<file path="config.mk">
export PLATFORM = sky130hd
export DESIGN_NAME = result_collector
export DESIGN_NICKNAME = d
export VERILOG_FILES = /design/src/source/gemm_pkg.sv /design/src/source/result_collector.sv
export SDC_FILE = /design/constraint.sdc
export NUM_CORES = 1
export LEC_CHECK = 0
export ABC_AREA = 1
export ABC_CLOCK_PERIOD_IN_PS = 1830
export BUFFER_PORTS_ARGS = -buffer_cell sky130_fd_sc_hd__buf_2
export CORE_ASPECT_RATIO = 0.9
export CORE_MARGIN = 3
export CORE_UTILIZATION = 30
export DETAILED_ROUTE_END_ITERATION = 16
export GPL_TIMING_DRIVEN = 0
export HOLD_SLACK_MARGIN = 0.08
export PLACE_DENSITY = 0.81
export SYNTH_ARGS = -nofsm -noshare
export SYNTH_HDL_FRONTEND = slang
export SYNTH_SLANG_ARGS = --single-unit
</file>
<file path="constraint.sdc">
create_clock -name i_clk -period 1.83 [get_ports i_clk]
set_input_delay 0.366 -clock i_clk [delete_from_list [all_inputs] [get_ports i_clk]]
set_output_delay 0.366 -clock i_clk [all_outputs]
set_load 0.02 [all_outputs]
</file>
<file path="src/source/gemm_pkg.sv">
// ====================================================================
// Shared definitions for the integer GEMM engine
//   Array sizes and element and accumulator widths
//   Command opcodes with header and data views of a command word
//   Structs for tile writes, run requests and tile results
// ====================================================================

package gemm_pkg;

    // ================================================================
    // Sizes
    // ================================================================
    localparam int NUM_TILES      = 4;   // Compute tiles
    localparam int TILE_ID_W      = 2;   // Tile index width
    localparam int ELEM_W         = 8;   // Signed operand element
    localparam int ELEMS_PER_WORD = 4;   // Elements per 32-bit word
    localparam int VEC_DEPTH      = 16;  // Words per operand memory
    localparam int VEC_ADDR_W     = 4;
    localparam int VEC_LEN_W      = 5;   // Covers 0 to VEC_DEPTH words
    localparam int ACC_W          = 32;  // Accumulator and result

    typedef enum logic [3:0] {
        OP_NOP        = 4'h0,
        OP_LOAD_LEFT  = 4'h1,   // Broadcast to every tile
        OP_LOAD_RIGHT = 4'h2,   // Into one tile only
        OP_MATMUL     = 4'h3
    } cmd_op_e;

    // Header view of a command word
    typedef struct packed {
        logic [7:0] rsvd;
        logic [7:0] mask;       // Column enable, low NUM_TILES bits
        logic [7:0] len;        // Word count, clamped to VEC_DEPTH
        logic [3:0] tile;       // Target tile, low TILE_ID_W bits
        cmd_op_e    opcode;
    } cmd_hdr_t;

    typedef logic signed [ELEM_W-1:0] elem_t;

    // Data view of a command word, element 0 in the low byte
    typedef struct packed {
        elem_t [ELEMS_PER_WORD-1:0] elem;
    } cmd_data_t;

    typedef union packed {
        cmd_hdr_t  hdr;
        cmd_data_t data;
    } cmd_word_u;

    typedef struct packed {
        logic                  wr_left;   // Left write to all tiles
        logic [NUM_TILES-1:0]  wr_right;  // Right write per tile
        logic [VEC_ADDR_W-1:0] addr;
        cmd_data_t             data;
    } tile_wr_t;

    typedef struct packed {
        logic [NUM_TILES-1:0] start;      // One-cycle start pulse per tile
        logic [VEC_LEN_W-1:0] len;
    } tile_run_t;

    typedef struct packed {
        logic [TILE_ID_W-1:0] tile_id;
        logic [ACC_W-1:0]     value;
    } result_t;

endpackage : gemm_pkg

</file>
<file path="src/source/result_collector.sv">
// ====================================================================
// Result collector
//   Latches the column mask of each run
//   Forwards pending tile results in ascending tile order
//   Pulses batch done after the last transfer
// ====================================================================

`timescale 1ns/10ps

module result_collector (
    input  logic                           i_clk,
    input  logic                           i_rst_n,
    input  gemm_pkg::tile_run_t            i_run,
    // Tile results
    input  logic [gemm_pkg::NUM_TILES-1:0] i_tile_valid,
    input  logic [gemm_pkg::ACC_W-1:0]     i_tile_value [gemm_pkg::NUM_TILES],
    output logic [gemm_pkg::NUM_TILES-1:0] o_tile_ready,
    // Host result port
    output logic                           o_res_valid,
    output gemm_pkg::result_t              o_res,
    input  logic                           i_res_ready,
    output logic                           o_batch_done
);
    import gemm_pkg::*;

    logic [NUM_TILES-1:0] pending_q;     // Tiles still owed this run
    logic [TILE_ID_W-1:0] ptr;           // Lowest pending tile
    logic [NUM_TILES-1:0] ptr_onehot;
    logic [NUM_TILES-1:0] pending_nxt;   // Pending after this transfer
    logic                 xfer;

    always_comb begin
        ptr = '0;
        for (int t = NUM_TILES - 1; t >= 0; t--) begin
            if (pending_q[t]) ptr = TILE_ID_W'(t);   // Lowest id wins
        end
    end

    assign ptr_onehot  = NUM_TILES'(1) << ptr;
    assign pending_nxt = pending_q & ~ptr_onehot;

    // Host side handshake
    assign o_res_valid  = pending_q[ptr] && i_tile_valid[ptr];
    assign o_res        = '{tile_id: ptr, value: i_tile_value[ptr]};
    assign xfer         = o_res_valid && i_res_ready;
    assign o_tile_ready = (pending_q[ptr] && i_res_ready) ? ptr_onehot : '0;

    always_ff @(posedge i_clk) begin
        if (!i_rst_n) begin
            pending_q    <= '0;
            o_batch_done <= 1'b0;
        end else begin
            o_batch_done <= xfer && (pending_nxt == '0);   // Last result out
            if (i_run.start != '0) pending_q <= i_run.start;
            else if (xfer)         pending_q <= pending_nxt;
        end
    end

endmodule : result_collector

</file>
-- Word-level counts from Yosys, hierarchy flattened
Cells that the tools add are included.
- input port bits: 144
- output and inout bits: 40
- register bits after elaboration: 5
- magnitude comparators: 2
- multiplexer cells: 14
- shift operators: 1
- reduce and logical (&&, ||, !) cells: 7
- bitwise operators: 3
- operator list (kind ; count):
    32-bit binary-select mux with 2-bit select ; 1
    32-bit two-way mux ; 2
    4-bit two-way mux ; 3
    2-bit two-way mux ; 4
    4-bit bitwise AND ; 1
    1-bit binary-select mux with 2-bit select ; 2
    1-bit logical AND ; 4
    4-bit zero test ; 1
    4-bit NOT ; 1
    4-bit nonzero test ; 1
    1-bit by 2-bit << shifter with 4-bit output (first input constant) ; 1
    3-bit >= comparator (second input constant) ; 1
    2-bit by 3-bit < comparator with 1-bit output (second input constant) ; 1
    2-bit NOT with 3-bit output ; 1
    1-bit two-way mux ; 2
    2-bit nonzero test ; 1

-- Longest topological paths before layout
- depth in word-level cells: 10
- mapped depth: 11

-- Worst setup path before layout
OpenSTA, ideal clock, no wires.
- kind: register to output
- start: register pending_q[2]
- end: output port o_tile_ready[0] (netlist bit)
- data arrival time: 1345 ps
- data required time: 1464 ps
- setup slack: 119 ps
- cell stages (with the launch flop): 9
- buffers on the path: 2
- path through: dfxtp_1 > buf_4 > inv_2 > nand2_1 > nand2_2 > nand2_4 > inv_2 > buf_2 > nor4_2
- RTL lines (element ; line ; source):
    start, declared ; result_collector.sv:26 ; logic [NUM_TILES-1:0] pending_q;
    start signal, assigned ; result_collector.sv:54 ; if (i_run.start != '0) pending_q <= i_run.start;
    start signal, assigned ; result_collector.sv:55 ; else if (xfer) pending_q <= pending_nxt;
    end, declared ; result_collector.sv:17 ; output logic [gemm_pkg::NUM_TILES-1:0] o_tile_ready,

==> results.txt <==
The run finished, with violations left. The checks that failed: setup timing. The width of the die came out at approximately 77 um.

The number of filler cells placed in the layout came out at 404. The slowest cell on the critical path is sky130_fd_sc_hd__dfxtp_4. The clock transition at the registers of the reported paths is 0.04 ns. The source-to-sink clock delay at the later pin of the worst-skew pair came out at 0.22 ns. The number of unique standard cell types used by synthesis came out at 23. The data required time at the worst endpoint came out at 1.46 ns.

TritonCTS built the clock tree. The final setup skew is 0.00206 ns. The count of nets left with antenna violations once routing finished came out at 0. The synthesized design contains 5 register bits. The signal on the critical path passes through nor2_4 > buf_6 > o21ai_4 > buf_6 > buf_8 > nand3_2 > nand4_1 > buf_6. Setup repair after global routing could not meet its margin everywhere.

The number of port buffers is roughly 180. For this run, asynchronously set or reset flops after synthesis account for 0%. The total count of hold-check failures in the final report came out at 0. After the last flow step, the layout net total stands at 598. For this block, the initial DRC count from the detailed router was 178. Summing over every cut layer, the via total after detailed routing is 2772. The buffer and inverter count on the worst path is 4. The worst hold margin is 0.410 ns. The proportion of netlist area held by the largest area contributor came out at 38.6%. sky130_fd_sc_hd__nand3_1 takes more of the synthesized area than any other cell. The largest net degree at the start of global routing is 11. Summed over all cells, the static leakage comes to around 0.0016 uW. The final-report max-slew violation count is 0. Sorting the synthesized cells by how often they occur yields sky130_fd_sc_hd__nand3_1 (104), sky130_fd_sc_hd__nand2_1 (43), sky130_fd_sc_hd__nand4_1 (33). The wire length of the first global-routing pass is 12300 um. Summed over all failing endpoints, the final setup total negative slack is -2.09 ns. The total wirelength of the detailed-routed design came out at 8340 um.

The final routed wire length divided by cell count came out at 16.3 um. Before antenna repair, the detailed router went through 4 iterations. Power spread over the standard cell area amounts to 488 nW/um2. The clock buffer count from CTS is 3. The biggest fanout along the worst timing path is 10.

In this run the clock root is driven by a sky130_fd_sc_hd__clkbuf_8. The startpoint identified for the worst hold timing path is i_run[5]. The final critical path takes up 106% of the cycle. The slew of the pin with the lowest slew margin is 0.253 ns. The worst register-to-register path has a setup slack of 0.29 ns. The post-route netlist has 57.8% of its cells at a drive strength greater than 1. The count of hold-fix buffers inserted at cts came out at 0. The clock passes through at most 2 buffers.

In this run the worst hold path is classified as input port to register. In this run the critical register-to-register path is launched from pending_q[1]. The total track usage is between 20 and 30%. The cell area after layout is approximately 3000 um2. In the routed layout, each cell is associated on average with a via count of roughly 5.4.

In this run the critical register-to-register path is captured at pending_q[2]. The worst hold path passes through 3 cells. The aggregate global routing overflow came out at 0.

The setup violation total in the final timing report came out at 35. CTS built an H-tree with a depth of 1. The initial antenna violation count is 0. The data arrival time of the critical path came out at between 1.5 and 2 ns. The worst relative slew slack came out at between 80% and 90%. The maximum single-stage delay on the critical path is ~0.35 ns. The total number of clock tree sinks came out at 5. Measured in cells, the most critical reg-to-reg path has a length of 11. The fraction of the yosys area taken by sequential cells is 7.42%. The die outline height is 69.6 um. The peak supply drop came out at 236 uV. The half-perimeter wire length of the detailed placement result came out at ~6000 um. The classification of the worst setup path is register to primary output.

The average cell area after synthesis came out at 5.37 um2. For this run, the leading register cell type out of synthesis is sky130_fd_sc_hd__dfxtp_1. The critical path's most frequent cell is sky130_fd_sc_hd__buf_6. The worst setup path is captured at a primary output. For this run, design rule violations remaining after detail routing come to 0. The worst setup path is launched from a register. At the end of routability-driven placement, the weighted congestion stood at 0.931. After layout, the worst setup slack is -0.116 ns. The die area is 5340 um2. between 150 and 200 I/O pins were placed. Subtracting the final worst setup slack from the clock period gives 1.95 ns. The via count of the first global-routing pass came out at approximately 2700. The total of max-cap violations came out at 0. The placement row count came out at 22.

The most common cell in the synthesized netlist is sky130_fd_sc_hd__nand3_1. The total placed instance area is 2310 um2. The post-synthesis instance area is 1350 um2. The net count of the mapped netlist is 395. Sorting the synthesized cells by area gives the leading types as sky130_fd_sc_hd__nand3_1 (39%), sky130_fd_sc_hd__nand4_1 (15%), sky130_fd_sc_hd__nand2_1 (12%). The post-synthesis cell count came out at 251. Once the floorplan was initialized, standard cells occupied 32.0% of the core. The diode insertion count for antenna repair is 0. The timing-limited maximum frequency came out at just over 0.5 GHz. The area of the core region is approximately 4200 um2. Grouping stages by cell kind, the critical path spends the most delay in buffers and inverters. The area growth from synthesis to layout came out at 123%. The synthesized design contains 0 enable-type register cells. The sink of the worst hold path is pending_q[0]. The warning count from the yosys run is 0.
[layout make-up]
class	instances	area [um2]	share of cell area, %
sequential	5	110	3.65
clock buffer	4	45.0	1.49
tap	60	75.1	2.49
timing repair buffer	198	1290	42.8
buffer	24	275	9.13
inverter	17	76.3	2.53
multi-input combinational	205	1140	37.9
[how the worst max path moves through the flow]
stage,endpoint,slack (ns),depth (start not counted),from
after floorplan,o_tile_ready[0],0.12,8,pending_q[2]
after global placement,o_res[13],-0.13,6,pending_q[0]
after detailed placement,o_res[13],-0.12,6,pending_q[0]
after CTS,o_res[3],-0.07,8,pending_q[1]
after global routing,o_res[13],-0.14,8,pending_q[1]
final,o_res[13],-0.12,8,pending_q[1]
[cells in the final DEF (no fill, tap or decap), drive strengths merged]
cell type,n
a22oi,1
a21oi,5
nand4,33
bufbuf,1
o21ai,4
nand3,105
nor3,2
buf,214
dfxtp,5
clkbuf,11
nor4,1
nand2,46
nor2,8
inv,17
[metrics by stage]
stage / worst slack, ns / cells / utilization [%] / total power (uW)
after floorplan: 0.119 / 251 / - / 606
after global placement: -0.131 / 489 / 55.0 / 956
after detailed placement: -0.124 / 489 / 55.0 / 963
after CTS: -0.0684 / 511 / 68.0 / 1400
after global routing: -0.139 / 513 / 71.6 / 1550
final: -0.116 / 513 / 71.6 / 1470
[layer usage]
| metal | track usage [%] | share of wire (%) |
|---|---|---|
| met2 | 51.0 | 52 |
| met1 | 32.9 | 36 |
| met4 | 9.66 | 3.2 |
| met3 | 4.03 | 8.8 |
| met5 | 0 | 0 |
[state kept, by name (all words and copies together) (netlist names)]
| name | count |
|---|---|
| o_batch_done | 1 |
| pending_q | 4 |
[timing repair]
item                       CTS  global route
hold endpoints to repair     0             0
buffers inserted            15             1
setup endpoints to repair   36            36
gates resized for setup    103            35
cloned                       3             1
pin swaps                    5             7
[worst reg2reg max path: cells and delay by family (launching register included)]
kind          cells  cell delay, ns
simple gates      9            0.82
flops             1            0.36
buf+inv           2            0.24
[where the power goes]
| group | switching [uW] | internal (uW) |
|---|---|---|
| Sequential | 7.84 | 116 |
| Clock | 58.8 | 150 |
| Combinational | 594 | 544 |
| Total | 661 | 810 |
[logic make-up after synthesis]
logic type	count (synthesis)	share of synthesized area (%)
compound gates	10	5.01
buf+inv	41	14.8
flops	5	7.42
simple gates	195	72.8
Power figures use the tool's default switching activity.
