===== config.mk =====
export PLATFORM = sky130hd
export DESIGN_NAME = dot_tile
export DESIGN_NICKNAME = d
export VERILOG_FILES = /design/src/source/gemm_pkg.sv /design/src/source/dot_tile.sv
export SDC_FILE = /design/constraint.sdc
export NUM_CORES = 2
export LEC_CHECK = 0
export ABC_CLOCK_PERIOD_IN_PS = 10390
export BUFFER_PORTS_ARGS = -buffer_cell sky130_fd_sc_hd__buf_2
export CAP_MARGIN = 20
export CORE_MARGIN = 3
export CORE_UTILIZATION = 27
export CTS_BUF_LIST = sky130_fd_sc_hd__clkbuf_8
export CTS_CLUSTER_DIAMETER = 200
export DETAILED_ROUTE_END_ITERATION = 6
export PLACE_DENSITY = 0.46
export SYNTH_ARGS = -nofsm -noshare
export SYNTH_HDL_FRONTEND = slang
export SYNTH_SLANG_ARGS = --single-unit

===== constraint.sdc =====
create_clock -name i_clk -period 10.39 [get_ports i_clk]
set_input_delay 1.5585 -clock i_clk [delete_from_list [all_inputs] [get_ports i_clk]]
set_output_delay 1.5585 -clock i_clk [all_outputs]
set_load 0.005 [all_outputs]

===== src/source/gemm_pkg.sv =====
// ====================================================================
// Shared definitions for the integer GEMM engine
//   Array sizes and element and accumulator widths
//   Command opcodes with header and data views of a command word
//   Structs for tile writes, run requests and tile results
// ====================================================================

package gemm_pkg;

    // ================================================================
    // Sizes
    // ================================================================
    localparam int NUM_TILES      = 4;   // Compute tiles
    localparam int TILE_ID_W      = 2;   // Tile index width
    localparam int ELEM_W         = 8;   // Signed operand element
    localparam int ELEMS_PER_WORD = 4;   // Elements per 32-bit word
    localparam int VEC_DEPTH      = 16;  // Words per operand memory
    localparam int VEC_ADDR_W     = 4;
    localparam int VEC_LEN_W      = 5;   // Covers 0 to VEC_DEPTH words
    localparam int ACC_W          = 32;  // Accumulator and result

    typedef enum logic [3:0] {
        OP_NOP        = 4'h0,
        OP_LOAD_LEFT  = 4'h1,   // Broadcast to every tile
        OP_LOAD_RIGHT = 4'h2,   // Into one tile only
        OP_MATMUL     = 4'h3
    } cmd_op_e;

    // Header view of a command word
    typedef struct packed {
        logic [7:0] rsvd;
        logic [7:0] mask;       // Column enable, low NUM_TILES bits
        logic [7:0] len;        // Word count, clamped to VEC_DEPTH
        logic [3:0] tile;       // Target tile, low TILE_ID_W bits
        cmd_op_e    opcode;
    } cmd_hdr_t;

    typedef logic signed [ELEM_W-1:0] elem_t;

    // Data view of a command word, element 0 in the low byte
    typedef struct packed {
        elem_t [ELEMS_PER_WORD-1:0] elem;
    } cmd_data_t;

    typedef union packed {
        cmd_hdr_t  hdr;
        cmd_data_t data;
    } cmd_word_u;

    typedef struct packed {
        logic                  wr_left;   // Left write to all tiles
        logic [NUM_TILES-1:0]  wr_right;  // Right write per tile
        logic [VEC_ADDR_W-1:0] addr;
        cmd_data_t             data;
    } tile_wr_t;

    typedef struct packed {
        logic [NUM_TILES-1:0] start;      // One-cycle start pulse per tile
        logic [VEC_LEN_W-1:0] len;
    } tile_run_t;

    typedef struct packed {
        logic [TILE_ID_W-1:0] tile_id;
        logic [ACC_W-1:0]     value;
    } result_t;

endpackage : gemm_pkg


===== src/source/dot_tile.sv =====
// ====================================================================
// Compute tile
//   Private left and right operand memories
//   Walks the first len words and accumulates signed element products
//   Holds the sum under valid/ready until the collector takes it
// ====================================================================

`timescale 1ns/10ps

module dot_tile (
    input  logic                           i_clk,
    input  logic                           i_rst_n,
    input  gemm_pkg::tile_wr_t             i_wr,
    input  logic                           i_tile_sel,   // This tile's right write bit
    input  logic                           i_start,
    input  logic [gemm_pkg::VEC_LEN_W-1:0] i_len,
    output logic                           o_res_valid,
    output logic [gemm_pkg::ACC_W-1:0]     o_res_value,
    input  logic                           i_res_ready
);
    import gemm_pkg::*;

    cmd_data_t left_mem  [VEC_DEPTH];
    cmd_data_t right_mem [VEC_DEPTH];

    logic                       busy_q;      // Issuing reads
    logic [VEC_LEN_W-1:0]       cnt_q;       // Reads left to issue
    logic [VEC_ADDR_W-1:0]      rd_addr_q;
    logic                       rd_vld_q;    // Operand pair ready this cycle
    logic                       fin_q;       // Final accumulate this cycle
    cmd_data_t                  left_q;
    cmd_data_t                  right_q;
    logic signed [2*ELEM_W-1:0] prod [ELEMS_PER_WORD];
    logic signed [ACC_W-1:0]    dot;         // Sum of one word's products
    logic signed [ACC_W-1:0]    acc_q;

    // Operand writes
    always_ff @(posedge i_clk) begin
        if (i_wr.wr_left) left_mem[i_wr.addr] <= i_wr.data;
        if (i_tile_sel)   right_mem[i_wr.addr] <= i_wr.data;
    end

    always_ff @(posedge i_clk) begin
        left_q  <= left_mem[rd_addr_q];     // Registered read
        right_q <= right_mem[rd_addr_q];
    end

    // Read sequencing
    always_ff @(posedge i_clk) begin
        if (!i_rst_n) begin
            busy_q    <= 1'b0;
            cnt_q     <= '0;
            rd_addr_q <= '0;
            rd_vld_q  <= 1'b0;
            fin_q     <= 1'b0;
        end else begin
            rd_vld_q <= busy_q;
            fin_q    <= (busy_q && cnt_q == VEC_LEN_W'(1)) || (i_start && i_len == '0);
            if (i_start) begin
                busy_q    <= (i_len != '0);
                cnt_q     <= i_len;
                rd_addr_q <= '0;
            end else if (busy_q) begin
                rd_addr_q <= rd_addr_q + 1'b1;
                cnt_q     <= cnt_q - 1'b1;
                if (cnt_q == VEC_LEN_W'(1)) busy_q <= 1'b0;  // Last read issued
            end
        end
    end

    always_comb begin
        dot = '0;
        for (int i = 0; i < ELEMS_PER_WORD; i++) begin
            prod[i] = $signed(left_q.elem[i]) * $signed(right_q.elem[i]);
            dot     = dot + prod[i];                          // Sign-extended sum
        end
    end

    always_ff @(posedge i_clk) begin
        if (i_start)       acc_q <= '0;
        else if (rd_vld_q) acc_q <= acc_q + dot;
    end

    // Result handshake
    always_ff @(posedge i_clk) begin
        if (!i_rst_n)                        o_res_valid <= 1'b0;
        else if (fin_q)                      o_res_valid <= 1'b1;
        else if (o_res_valid && i_res_ready) o_res_valid <= 1'b0;  // Taken
    end

    assign o_res_value = acc_q;

endmodule : dot_tile


# Yosys cells after proc, flatten, opt, wreduce, memory -nomap -nowiden
# Memories as Yosys holds them, arrays and structs flattened. A register that Yosys moved wholly into a read port is not among the register bits.
# Index checks and enable logic that the tools add are counted.
[totals]
mem_count = 2
elab_cells = 41
inputBits = 51
out_inout_bits = 33
regBits = 45
ramBits = 1024
[memory_table]
columns = ["name", "words", "width", "read_ports", "rd_clocked_by_memory_dff", "write_ports", "line_no", "rtl"]
rows = [
  ["left_mem", 16, 32, 1, 1, 1, "dot_tile.sv:23", "cmd_data_t left_mem [VEC_DEPTH];"],
  ["right_mem", 16, 32, 1, 1, 1, "dot_tile.sv:24", "cmd_data_t right_mem [VEC_DEPTH];"],
]
[classes]
eq_ne = 1
n_bitwise = 1
multipliers = 4
add_sub_neg = 6
mux = 11
reduce_logical = 9
[ops]
columns = ["operator", "n"]
rows = [
  ["8-bit by 8-bit multiplier with 16-bit output", 4],
  ["32-bit by 19-bit adder with 32-bit output", 1],
  ["18-bit by 16-bit adder with 19-bit output", 1],
  ["17-bit by 16-bit adder with 18-bit output", 1],
  ["16-bit by 16-bit adder with 17-bit output", 1],
  ["5-bit 2-to-1 mux", 2],
  ["1-bit 2-to-1 mux", 9],
  ["5-bit by 1-bit == test with 1-bit output (second input constant)", 1],
  ["5-bit zero test", 1],
  ["5-bit nonzero test", 1],
  ["5-bit by 1-bit subtractor with 5-bit output (second input constant)", 1],
  ["4-bit by 1-bit adder with 4-bit output (second input constant)", 1],
  ["2-bit nonzero test", 2],
  ["1-bit logical AND", 3],
  ["2-bit OR reduction", 1],
  ["1-bit logical OR", 1],
  ["1-bit NOT", 1],
]

# Logic depth before layout (Yosys ltp)
[depth]
ltp_word = 5
mapped_depth = 26

# Worst setup path before layout
# OpenSTA, ideal clock, no wires.
[synth_path]
kind = "register to register"
startpoint = "reg, netlist name right_q[0]"
endpoint = "reg acc_q[31] (netlist: o_res_value[31])"
path_slack_ns = 2.511
t_required_ns = 10.275
setup_time_ns = 0.115
synth_period_minus_slack_ns = 7.879
arrival_time_ns = 7.764
stages_incl_launch_ff = 23
path_cell_list = "dfxtp_1 > nand2_1 > fa_1 > fa_1 > inv_1 > fa_1 > inv_1 > fa_1 > inv_1 > fa_1 > fa_1 > fa_1 > inv_1 > fa_1 > inv_1 > ha_1 > a2111oi_4 > o21ai_2 > a31o_4 > a41o_1 > a41o_1 > or4b_1 > and3_1"
[synth_between]
elab_chain_len = 5
[synth_rtl]
columns = ["item", "line_no", "rtl"]
rows = [
  ["8-bit by 8-bit multiplier with 16-bit output", "dot_tile.sv:74", "prod[i] = $signed(left_q.elem[i]) * $signed(right_q.elem[i]);"],
  ["16-bit by 16-bit adder with 17-bit output", "dot_tile.sv:75", "dot = dot + prod[i];"],
  ["17-bit by 16-bit adder with 18-bit output", "dot_tile.sv:75", ""],
  ["18-bit by 16-bit adder with 19-bit output", "dot_tile.sv:75", ""],
  ["32-bit by 19-bit adder with 32-bit output", "dot_tile.sv:81", "else if (rd_vld_q) acc_q <= acc_q + dot;"],
  ["end signal: assignment", "dot_tile.sv:81", ""],
  ["end: declaration", "dot_tile.sv:35", "logic signed [ACC_W-1:0] acc_q;"],
]
# No other way between the ends.
# A chain may end at the register's enable or synchronous reset.

# Worst setup path in the final report
[layout_path]
startpoint = "reg, netlist name right_q[24]"
endpoint = "reg acc_q[31] (netlist: o_res_value[31])"
[layout_between]
elab_chain_len = 3
[layout_rtl]
columns = ["item", "line_no"]
rows = [
  ["8-bit by 8-bit multiplier with 16-bit output", "dot_tile.sv:74"],
  ["18-bit by 16-bit adder with 19-bit output", "dot_tile.sv:75"],
  ["32-bit by 19-bit adder with 32-bit output", "dot_tile.sv:81"],
]
# No other way between the ends.

==> impl_results.md <==
* # fillers at 20.4k
* Fmax at 0.117 GHz
* R2r setup slk at 1.84 ns
* Area growth syn-to-layout at 13.8%
* CTS Root Cell: clkbuf_8
* Core area at 0.208 mm2
* Yosys top cell area share at 54.3%
* Largest net degree at the start of global routing at 125
* Final period utilization at 82.3%
* Initial antenna violation count at 35
* Nets at 4088
* Max-slew violation count at 0
* Syn_nets at 3865
* Via count at 28.0k
* PortBufs at 79
* CP startpoint kind: register
* Setup TNS at 0 ns
* Width of the die at 464 um
* Final min period at 8.55 ns
* Worst Hold End: o_res_valid
* GRT Total Usage at 13.8%
* Dpl hpwl at 91000 um
* First-iteration detailed-routing DRC count at 2076
* # rows at 167
* Worst slew pin tran at 1.09 ns
* Clk buf depth at 3
* Critical path class: register to register
* Initial core utilization at 27.3%
* Hold Startpoint: fin_q
* Critical Path RT at 11.16 ns
* Footprint of the multi-input gates at 0.0217 mm2
* Clk_lat worst skew at 0.88 ns
* Inserted Clock Buffers at 185
* Run status: complete, no violations
* Area of the die at 0.215 mm2
* Crit end category: register
* First-pass GRT wire length at 218000 um
* Clock Skew at 0.0641 ns
* Register area at 0.0329 mm2
* Rel. slew slack at 27.5%
* Synthesized flop and latch total at 1133
* Worst-path maximum fanout at 8
* Cts repair resizes at 0
* Unique masters post-synth at 65
* Worst r2r dst: o_res_value[31]
* Mapped Cells at 3228
* Die height at 464 um
* ANT nets after route at 0
* Routability congestion estimate at 0.791
* Final Hold Fails at 0
* Drt drc at 0
* Most frequent cells in the layout: edfxtp_1 (1024), inv_1 (562), fa_1 (458)
* Final setup vio count at 0
* Final core occ at 31.0%
* H-tree depth at 4
* Drt first pass iters at 5
* Hold buffer count at cts at 0
* Synthesis Warnings at 0
* GR Overflow Total at 0
* Prevailing post-synth register cell: edfxtp_1
* Clock transition at path regs at 0.06 ns
* Wire per inst at 23.1 um
* Total wire length at 148000 um
* Hold Path Depth at 1
* Vias in the first global route at 30.8k
* Hold Crit Class: register to register
* Top cells by area, synth: edfxtp_1 (54%), fa_1 (16%), mux4_2 (13%)
* Max Cap Viol at 0
* Async set-reset flop share out of synthesis at 0%
* IO Pins at 84
* Num Clock Sinks at 1133
* Critical Path AT at 9.32 ns
* Synthesized area per cell at 17.6 um2
* Syn Std Cell Area at 0.0567 mm2
* Sequential share of the synthesized area at 58.1%
* Vias per cell at 4.37
* Worst R2R Start: right_q[24]
* Reg2Reg Depth at 22
* CTS tree: yes
* Unrepaired setup endpoints after global routing: no
* Most common cell after layout, fill and taps aside: edfxtp_1
* Number of synthesized flops with an enable pin at 1024
* Share of cells above drive strength 1 at 20.8%
* Post-CTS Setup Inserts at 0
* Synth area leader: edfxtp_1
[per-stage QoR]
step                hold slack, ns  cell area [um2]  instances  setup slack (ns)
floorplan                    0.418            56700       3228              2.51
global placement             0.421            60800       6052              1.80
detailed placement           0.428            60800       6052              1.78
CTS                          0.442            64500       6391              1.81
global route                 0.459            64500       6392              1.48
finish                       0.439            64500       6401              1.84
[Yosys cell counts, types with 4 or more instances]
| library cell | number |
|---|---|
| nor3b_1 | 4 |
| ha_1 | 128 |
| clkbuf_1 | 63 |
| and3_2 | 4 |
| nand2_1 | 119 |
| fa_1 | 458 |
| a211oi_1 | 11 |
| nor2b_1 | 24 |
| mux2i_1 | 21 |
| o21ai_0 | 17 |
| and2_1 | 135 |
| dfxtp_1 | 109 |
| nor2_1 | 79 |
| edfxtp_1 | 1024 |
| nor3_1 | 5 |
| mux4_2 | 320 |
| nand3_1 | 9 |
| a21oi_1 | 35 |
| o21a_1 | 6 |
| inv_1 | 504 |
| a21o_1 | 4 |
| o31ai_1 | 4 |
| xnor2_1 | 25 |
| buf_1 | 22 |
| buf_2 | 5 |
| xor2_1 | 10 |
| nand2b_1 | 21 |
| nand4_1 | 5 |
[layer usage]
layer	global-route usage [%]	share of wire [%]	vias up
met5	0	0.089	-
met2	21.9	47	626
met4	3.10	1.5	18
li1	-	-	12098
met3	2.95	5.7	172
met1	19.4	46	15041
[cells by family (layout without fill, tap and decap cells)]
logic type,count (synthesis),count (layout),share of synthesized area (%)
simple gates,426,426,3.86
other cells,0,10,0
flops,1133,1133,58.1
mux,342,342,13.1
buf+inv,597,972,4.00
xor+xnor,38,38,0.660
fa+ha+maj,586,586,19.0
compound gates,106,106,1.27
[worst max-delay path, stage by stage (launching register included)]
cell and delay [ns]:
dfxtp_1 0.41, nand2_1 0.16, inv_1 0.09, fa_1 0.69, inv_1 0.14, fa_1 0.73, fa_1 0.50, fa_1 0.54
fa_1 0.91, inv_1 0.36, fa_1 0.52, fa_1 0.49, inv_1 0.05, fa_1 0.47, inv_1 0.05, ha_1 0.34
a21oi_1 0.15, o21ai_0 0.16, a311o_2 0.46, a41o_1 0.26, a41o_1 0.30, or4b_1 0.48, and3_1 0.17
[flip-flops by register name, indices dropped and copies added, names as in the netlist, 4 cells and up]
name         count
right_mem      512
o_res_value     32
rd_addr_q        4
left_q          32
left_mem       512
right_q         32
cnt_q            5
[worst max-delay path by stage]
stage / startpoint / to / slack [ns] / cells past startpoint
floorplan: right_q[0] / o_res_value[31] / 2.51 / 22
global placement: right_q[24] / o_res_value[31] / 1.80 / 24
detailed placement: right_q[24] / o_res_value[31] / 1.78 / 22
CTS: right_q[24] / o_res_value[31] / 1.81 / 22
global route: right_q[24] / o_res_value[31] / 1.48 / 24
finish: right_q[24] / o_res_value[31] / 1.84 / 22
[area by class of cell]
type                            count  area share [%]
Antenna cell                       10          0.0388
Clock buffer                      196            4.18
Clock inverter                    143            1.41
Inverter                          504            2.93
Multi-Input combinational cell   1498            33.7
Sequential cell                  1133            51.1
Tap cell                         2788            5.41
Timing Repair Buffer              129            1.23
Power is not shown: default switching activity piles up to over one toggle a cycle in this logic, so the estimate is an artifact.
