[src/source/gemm_pkg.sv]
// ====================================================================
// Shared definitions for the integer GEMM engine
//   Array sizes and element and accumulator widths
//   Command opcodes with header and data views of a command word
//   Structs for tile writes, run requests and tile results
// ====================================================================

package gemm_pkg;

    // ================================================================
    // Sizes
    // ================================================================
    localparam int NUM_TILES      = 4;   // Compute tiles
    localparam int TILE_ID_W      = 2;   // Tile index width
    localparam int ELEM_W         = 8;   // Signed operand element
    localparam int ELEMS_PER_WORD = 4;   // Elements per 32-bit word
    localparam int VEC_DEPTH      = 16;  // Words per operand memory
    localparam int VEC_ADDR_W     = 4;
    localparam int VEC_LEN_W      = 5;   // Covers 0 to VEC_DEPTH words
    localparam int ACC_W          = 32;  // Accumulator and result

    typedef enum logic [3:0] {
        OP_NOP        = 4'h0,
        OP_LOAD_LEFT  = 4'h1,   // Broadcast to every tile
        OP_LOAD_RIGHT = 4'h2,   // Into one tile only
        OP_MATMUL     = 4'h3
    } cmd_op_e;

    // Header view of a command word
    typedef struct packed {
        logic [7:0] rsvd;
        logic [7:0] mask;       // Column enable, low NUM_TILES bits
        logic [7:0] len;        // Word count, clamped to VEC_DEPTH
        logic [3:0] tile;       // Target tile, low TILE_ID_W bits
        cmd_op_e    opcode;
    } cmd_hdr_t;

    typedef logic signed [ELEM_W-1:0] elem_t;

    // Data view of a command word, element 0 in the low byte
    typedef struct packed {
        elem_t [ELEMS_PER_WORD-1:0] elem;
    } cmd_data_t;

    typedef union packed {
        cmd_hdr_t  hdr;
        cmd_data_t data;
    } cmd_word_u;

    typedef struct packed {
        logic                  wr_left;   // Left write to all tiles
        logic [NUM_TILES-1:0]  wr_right;  // Right write per tile
        logic [VEC_ADDR_W-1:0] addr;
        cmd_data_t             data;
    } tile_wr_t;

    typedef struct packed {
        logic [NUM_TILES-1:0] start;      // One-cycle start pulse per tile
        logic [VEC_LEN_W-1:0] len;
    } tile_run_t;

    typedef struct packed {
        logic [TILE_ID_W-1:0] tile_id;
        logic [ACC_W-1:0]     value;
    } result_t;

endpackage : gemm_pkg

[src/source/command_sequencer.sv]
// ====================================================================
// Command sequencer
//   Decodes host headers and counts the data words of each load
//   Turns data words into left broadcast or right per-tile writes
//   Issues MATMUL run pulses and stalls commands until batch done
// ====================================================================

`timescale 1ns/10ps

module command_sequencer (
    input  logic                i_clk,
    input  logic                i_rst_n,
    // Host command stream
    input  logic                i_cmd_valid,
    input  gemm_pkg::cmd_word_u i_cmd_word,
    output logic                o_cmd_ready,
    // Tile side
    output gemm_pkg::tile_wr_t  o_wr,
    output gemm_pkg::tile_run_t o_run,
    input  logic                i_batch_done   // From result collector
);
    import gemm_pkg::*;

    typedef enum logic [1:0] {
        ST_IDLE,    // Waiting for a header
        ST_LOAD,    // Taking data words
        ST_WAIT     // MATMUL in flight
    } seq_state_e;

    seq_state_e           state_q;
    logic                 cmd_fire;      // Word accepted this cycle
    cmd_hdr_t             hdr;
    logic [VEC_LEN_W-1:0] hdr_len;       // Clamped header length
    logic [VEC_LEN_W-1:0] len_q;         // Words in current load
    logic [VEC_LEN_W-1:0] cnt_q;         // Offset of next data word
    logic                 load_left_q;
    logic [TILE_ID_W-1:0] tile_q;        // Right load target
    logic                 empty_run_q;   // MATMUL with no column set

    // Registered tile write and run request
    logic                  wr_left_q;
    logic [NUM_TILES-1:0]  wr_right_q;
    logic [VEC_ADDR_W-1:0] wr_addr_q;
    cmd_data_t             wr_data_q;
    logic [NUM_TILES-1:0]  run_start_q;
    logic [VEC_LEN_W-1:0]  run_len_q;

    assign o_cmd_ready = (state_q != ST_WAIT);
    assign cmd_fire    = i_cmd_valid && o_cmd_ready;
    assign hdr         = i_cmd_word.hdr;
    assign hdr_len     = (hdr.len > 8'(VEC_DEPTH)) ? VEC_LEN_W'(VEC_DEPTH)
                                                   : hdr.len[VEC_LEN_W-1:0];

    // ================================================================
    // Control FSM
    // ================================================================
    always_ff @(posedge i_clk) begin
        if (!i_rst_n) begin
            state_q     <= ST_IDLE;
            len_q       <= '0;
            cnt_q       <= '0;
            load_left_q <= 1'b0;
            tile_q      <= '0;
            empty_run_q <= 1'b0;
            wr_left_q   <= 1'b0;
            wr_right_q  <= '0;
            run_start_q <= '0;
            run_len_q   <= '0;
        end else begin
            wr_left_q   <= 1'b0;                  // Strobes last one cycle
            wr_right_q  <= '0;
            run_start_q <= '0;
            case (state_q)
                ST_IDLE: if (cmd_fire) begin
                    case (hdr.opcode)
                        OP_LOAD_LEFT, OP_LOAD_RIGHT: begin
                            load_left_q <= (hdr.opcode == OP_LOAD_LEFT);
                            tile_q      <= hdr.tile[TILE_ID_W-1:0];
                            len_q       <= hdr_len;
                            cnt_q       <= '0;
                            if (hdr_len != '0) state_q <= ST_LOAD;  // Empty load ends here
                        end
                        OP_MATMUL: begin
                            run_start_q <= hdr.mask[NUM_TILES-1:0];
                            run_len_q   <= hdr_len;
                            empty_run_q <= (hdr.mask[NUM_TILES-1:0] == '0);
                            state_q     <= ST_WAIT;
                        end
                        default: ;                // NOP and unknown opcodes dropped
                    endcase
                end
                ST_LOAD: if (cmd_fire) begin
                    wr_left_q  <= load_left_q;
                    wr_right_q <= load_left_q ? '0 : (NUM_TILES'(1) << tile_q);
                    cnt_q      <= cnt_q + 1'b1;
                    if (cnt_q + 1'b1 == len_q) state_q <= ST_IDLE;  // Last data word
                end
                // An empty mask has no tile to wait for
                ST_WAIT: if (i_batch_done || empty_run_q) state_q <= ST_IDLE;
                default: state_q <= ST_IDLE;
            endcase
        end
    end

    // Write address and data follow the accepted word
    always_ff @(posedge i_clk) begin
        if (state_q == ST_LOAD && cmd_fire) begin
            wr_addr_q <= cnt_q[VEC_ADDR_W-1:0];   // Offset within the load
            wr_data_q <= i_cmd_word.data;
        end
    end

    assign o_wr  = '{wr_left: wr_left_q, wr_right: wr_right_q,
                     addr: wr_addr_q, data: wr_data_q};
    assign o_run = '{start: run_start_q, len: run_len_q};

endmodule : command_sequencer

[config.mk]
export PLATFORM = sky130hd
export DESIGN_NAME = command_sequencer
export DESIGN_NICKNAME = d
export VERILOG_FILES = /design/src/source/gemm_pkg.sv /design/src/source/command_sequencer.sv
export SDC_FILE = /design/constraint.sdc
export NUM_CORES = 1
export LEC_CHECK = 0
export BUFFER_PORTS_ARGS = -buffer_cell sky130_fd_sc_hd__buf_4
export CORE_MARGIN = 1
export CORE_UTILIZATION = 44
export DETAILED_ROUTE_END_ITERATION = 16
export PLACE_DENSITY = 0.74
export SKIP_CTS_REPAIR_TIMING = 1
export SKIP_LAST_GASP = 1
export SYNTH_ARGS = -nofsm -noshare
export SYNTH_HDL_FRONTEND = slang
export SYNTH_SLANG_ARGS = --single-unit
[constraint.sdc]
create_clock -name i_clk -period 2 [get_ports i_clk]
set_input_delay 0.4 -clock i_clk [delete_from_list [all_inputs] [get_ports i_clk]]
set_output_delay 0.4 -clock i_clk [all_outputs]
set_load 0.005 [all_outputs]
# Word level (Yosys, flattened, before mapping)
# Cells that the tools add are included.
[totals] regBits=66 in_bits=36 wordCells=62
[classes] addsub=1 order_cmp=1 eq_ne=14 n_shift=1 muxes=12 bitwise_logic=3 reduce_logical=15
[op_table] cell="$mux W5" n=4
[op_table] cell="$mux W2" n=5
[op_table] cell="$ne A2 B2 Y1 const B" n=5
[op_table] cell="$pmux W5 S2" n=1
[op_table] cell="$reduce_and A3 Y1" n=3
[op_table] cell="$eq A4 B2 Y1 const B" n=2
[op_table] cell="$gt A8 B5 Y1 const B" n=1
[op_table] cell="$reduce_and A4 Y1" n=2
[op_table] cell="$pmux W2 S3" n=1
[op_table] cell="$reduce_and A6 Y1" n=1
[op_table] cell="$add A5 B1 Y5 const B" n=1
[op_table] cell="$eq A5 B5 Y1" n=1
[op_table] cell="$reduce_bool A5 Y1" n=1
[op_table] cell="$eq A4 B1 Y1 const B" n=1
[op_table] cell="$logic_not A4 Y1" n=1
[op_table] cell="$pmux W2 S2" n=1
[op_table] cell="$reduce_or A4 Y1" n=1
[op_table] cell="$shl A1 B2 Y4 const A" n=1
[op_table] cell="$ne A3 B1 Y1 const B" n=1
[op_table] cell="$ne A3 B3 Y1 const B" n=1
[op_table] cell="$not A1 Y1" n=3
[op_table] cell="$eq A2 B1 Y1 const B" n=1
[op_table] cell="$eq A2 B2 Y1 const B" n=1
[op_table] cell="$logic_and A1 B1 Y1" n=2
[op_table] cell="5 further kinds" n=5

# Depth between registers and ports, before layout
[depth] ltp_word=7 ltp_mapped=6

# Worst setup path after synthesis
# OpenSTA, ideal clock, no wires.
[synth_path] path_type="register to register" from="register state_q[1]" to="register cnt_q[3]" arrival_ns=1.905 required_time_ns=1.909 path_slack_ns=0.004 stages_incl_launch_ff=6 path_cell_list="dfxtp_1 > and2b_1 > nand2_1 > inv_1 > a41oi_1 > a311oi_1"
[synth_via] elab_chain_cells=4 word_cells_on_any_way=10 classes_between="eq/ne (5); mux (1); reduce/logical (4)"
[synth_rtl] item="start, declared" line_no="command_sequencer.sv:30" rtl="seq_state_e state_q;"
[synth_rtl] item="start signal, assigned" line_no="command_sequencer.sv:59" rtl="state_q <= ST_IDLE;"
[synth_rtl] item="start signal, assigned" line_no="command_sequencer.sv:81" rtl="if (hdr_len != '0) state_q <= ST_LOAD;"
[synth_rtl] item="start signal, assigned" line_no="command_sequencer.sv:87" rtl="state_q <= ST_WAIT;"
[synth_rtl] item="$ne A2 B2 Y1" line_no="command_sequencer.sv:48" rtl="assign o_cmd_ready = (state_q != ST_WAIT);"
[synth_rtl] item="$logic_and A1 B1 Y1" line_no="command_sequencer.sv:49" rtl="assign cmd_fire = i_cmd_valid && o_cmd_ready;"
[synth_rtl] item="$ne A2 B2 Y1 (no source line)"
[synth_rtl] item="$reduce_and A4 Y1 (no source line)"
[synth_rtl] item="end signal, assigned" line_no="command_sequencer.sv:95" rtl="cnt_q <= cnt_q + 1'b1;"
[synth_rtl] item="end, declared" line_no="command_sequencer.sv:35" rtl="logic [VEC_LEN_W-1:0] cnt_q;"
# Several ways; a longest one is shown, not always the timed one.
# A chain may end at the register's enable or synchronous reset.

# Final worst setup path
[layout_path] from="register state_q[0]" to="register cnt_q[3]"
# Same word-level chain as after synthesis.

==> results_dict.tcl <==
set metrics [dict create \
    outcome "finished clean" \
    cp_slowest_cell "dfxtp_1" \
    cts.sinks 66 \
    syn_area_sq_um 2440 \
    layout_min_cycle_time_ns 1.72 \
    required_ns 2.24 \
    yosysTopAreaCellShare 0.442 \
    vias 1767 \
    path_cells "and2b_1, nand2_1, inv_1, buf_4, a41oi_1, a311oi_1" \
    synth_area_leaders "edfxtp_1 44%, dfxtp_1 25%, nand2_1 3.2%" \
    grt_max_degree 24 \
    fp-row-count 26 \
    ys_types 40 \
    ctsHtreeMaxLevel 3 \
    fill_cells 431 \
    multiInputGateArea_sq_um 694 \
    cap_violations 0 \
    num_antenna_cells 0 \
    place_congestion 0.901 \
    p_per_area_nw_per_um2 959 \
    leakagePower_nw 1.35 \
    crit_fanout 17 \
    final_max_slew_viol_count 0 \
    cts_tree "yes" \
    yosys-top-cells-count "36 x edfxtp_1, 30 x dfxtp_1, 21 x nand2_1" \
    synth_cells 186 \
    yosysMostFrequentCell "edfxtp_1" \
    avgSynthCellArea_sq_um 13.1 \
    drt_wl_total_mm 4.98 \
    ys_ff_latch 66 \
    drt_pass1_iterations 5 \
    ant_nets 0 \
    overflow 0 \
    drc 0 \
    worstMarginPinSlew_ns 0.564 \
    area_growth_pct 36.2 \
    start_kind "register" \
    hold_viol 0 \
    coreArea_sq_um 5240 \
    via_per_inst 4.98 \
    ys.flop_type "edfxtp_1" \
    ys_warn_count 0 \
    grt_pass1_wl_mm 8.04 \
    setup_violations 0 \
    regArea_sq_um 1680 \
    yosysSeqAreaShare 0.688 \
    dieArea_sq_um 5860 \
    slew_headroom 0.624 \
    start_util 0.467 \
    clockBufferDepth 2 \
    wire_per_inst_um 14.0 \
    dpl.hpwl_mm 3.51 \
    fin_nets 317 \
    skew_ns 0.00498 \
    ir_drop_uv 388 \
    fmax_mhz 583 \
    cpPeakStageDelay_ns 0.52 \
    clkTransAtPathRegs_ns 0.07 \
    clk_latency_ns 0.34 \
    die_h_um 76.5 \
    grt_use_total 0.180 \
    synth.largest_area_cell "edfxtp_1" \
    setup_tns_ns 0 \
    grt_pass1_vias 1741 \
    post-route-period-util 0.858 \
    io_pins 87 \
    grt_setup_unrepaired "false" \
    synth_nets 223 \
    cp.arrival_ns 1.96 \
    drt_iter0_markers 116 \
    cts_made_buffers 9 \
    synth-edff-count 36 \
    cts_root_buffer "clkbuf_8" \
    io_buffers 86 \
    hold_path.class "in -> reg" \
    async_flop_share 0 \
    layout-drive-gt1-share 0.375 \
    antenna_found_initial 0 \
    fin_total_pwr_mw 3.19 \
    end_kind "register" \
    path_class "reg -> reg" \
    chipWidth_um 76.5 \
]
==> registers in the layout, summed over array words and instances, names as in the netlist <==
register,count
cnt_q,5
load_left_q,1
wr_left_q,1
o_wr,32
empty_run_q,1
wr_addr_q,4
state_q,2
run_len_q,5
len_q,5
run_start_q,4
tile_q,2
wr_right_q,4
==> critical path, delay by kind of cell (launching register included) <==
family | cells | cell delay, ns
buf+inv | 2 | 0.33
simple gates | 2 | 0.36
compound gates | 2 | 0.41
flops | 1 | 0.52
==> stage by stage <==
| stage | util | hold WS (ns) | instance area, sq um | cells | setup WS, ns |
|---|---|---|---|---|---|
| 6_report | 0.636 | 0.233 | 3330 | 355 | 0.284 |
| 3_3_place_gp | 0.602 | 0.454 | 3150 | 339 | 0.413 |
| 3_5_place_dp | 0.602 | 0.463 | 3150 | 339 | 0.308 |
| 5_1_grt | 0.636 | 0.224 | 3330 | 355 | 0.129 |
| 4_1_cts | 0.636 | 0.225 | 3330 | 355 | 0.289 |
| 2_1_floorplan | - | 0.429 | 2440 | 186 | 0.00394 |
==> routing by layer <==
layer / track usage / part of all wire / wire length (um) / up-vias
li1: - / - / - / 866
met3: 0.0563 / 0.069 / 344 / 10
met2: 0.290 / 0.47 / 2350 / 77
met1: 0.211 / 0.44 / 2180 / 814
met4: 0.110 / 0.022 / 108 / 0
met5: 0 / 0 / 0 / -
==> where the power goes <==
group	switching, mW	total (mW)	internal (mW)
clock	0.473	1.04	0.569
combinational	0.253	0.495	0.241
sequential	0.0650	1.66	1.59
total	0.791	3.19	2.40
==> layout by cell type, fill, tap and decap left out, drive strengths merged, types with 2 or more instances in the layout <==
cell	instances
edfxtp	36
and3	7
clkinv	3
nor2	18
mux2i	5
a21oi	9
nor4b	2
buf	90
a311oi	2
nand4b	3
inv	3
nor4	5
nand4	2
xnor2	5
dfxtp	30
nand2	21
clkbuf	12
and2	5
nand3	3
a211oi	4
a41oi	2
xor2	4
==> cell type report <==
cell class                 count  share of cell area
sequential                    66               0.505
clock buffer                  12              0.0406
inverter                       3             0.00338
multi-input combinational    110               0.209
clock inverter                 4              0.0132
timing repair buffer          90               0.203
tap                           70              0.0263
==> cells by family after synthesis <==
| kind of cell | Yosys count | synth area share |
|---|---|---|
| mux | 5 | 0.0205 |
| buf+inv | 10 | 0.0281 |
| fa+ha+maj | 1 | 0.00512 |
| compound gates | 23 | 0.0650 |
| xor+xnor | 9 | 0.0322 |
| simple gates | 72 | 0.161 |
| flops | 66 | 0.688 |
==> worst paths after layout <==
| check | end | slack, ns | depth (start not counted) | from |
|---|---|---|---|---|
| setup / recovery | cnt_q[3]$_SDFFE_PN0P_ | 0.28 | 6 | state_q[0]$_SDFFE_PN0P_ |
| hold / removal | o_wr[26]$_DFFE_PP_ | 0.23 | 1 | i_cmd_word[26] |
| setup reg to reg | cnt_q[3]$_SDFFE_PN0P_ | 0.28 | 6 | state_q[0]$_SDFFE_PN0P_ |
| hold reg to reg | len_q[1]$_SDFFE_PN0P_ | 0.47 | 2 | len_q[1]$_SDFFE_PN0P_ |
No activity file was read; power rests on OpenSTA's default activity.
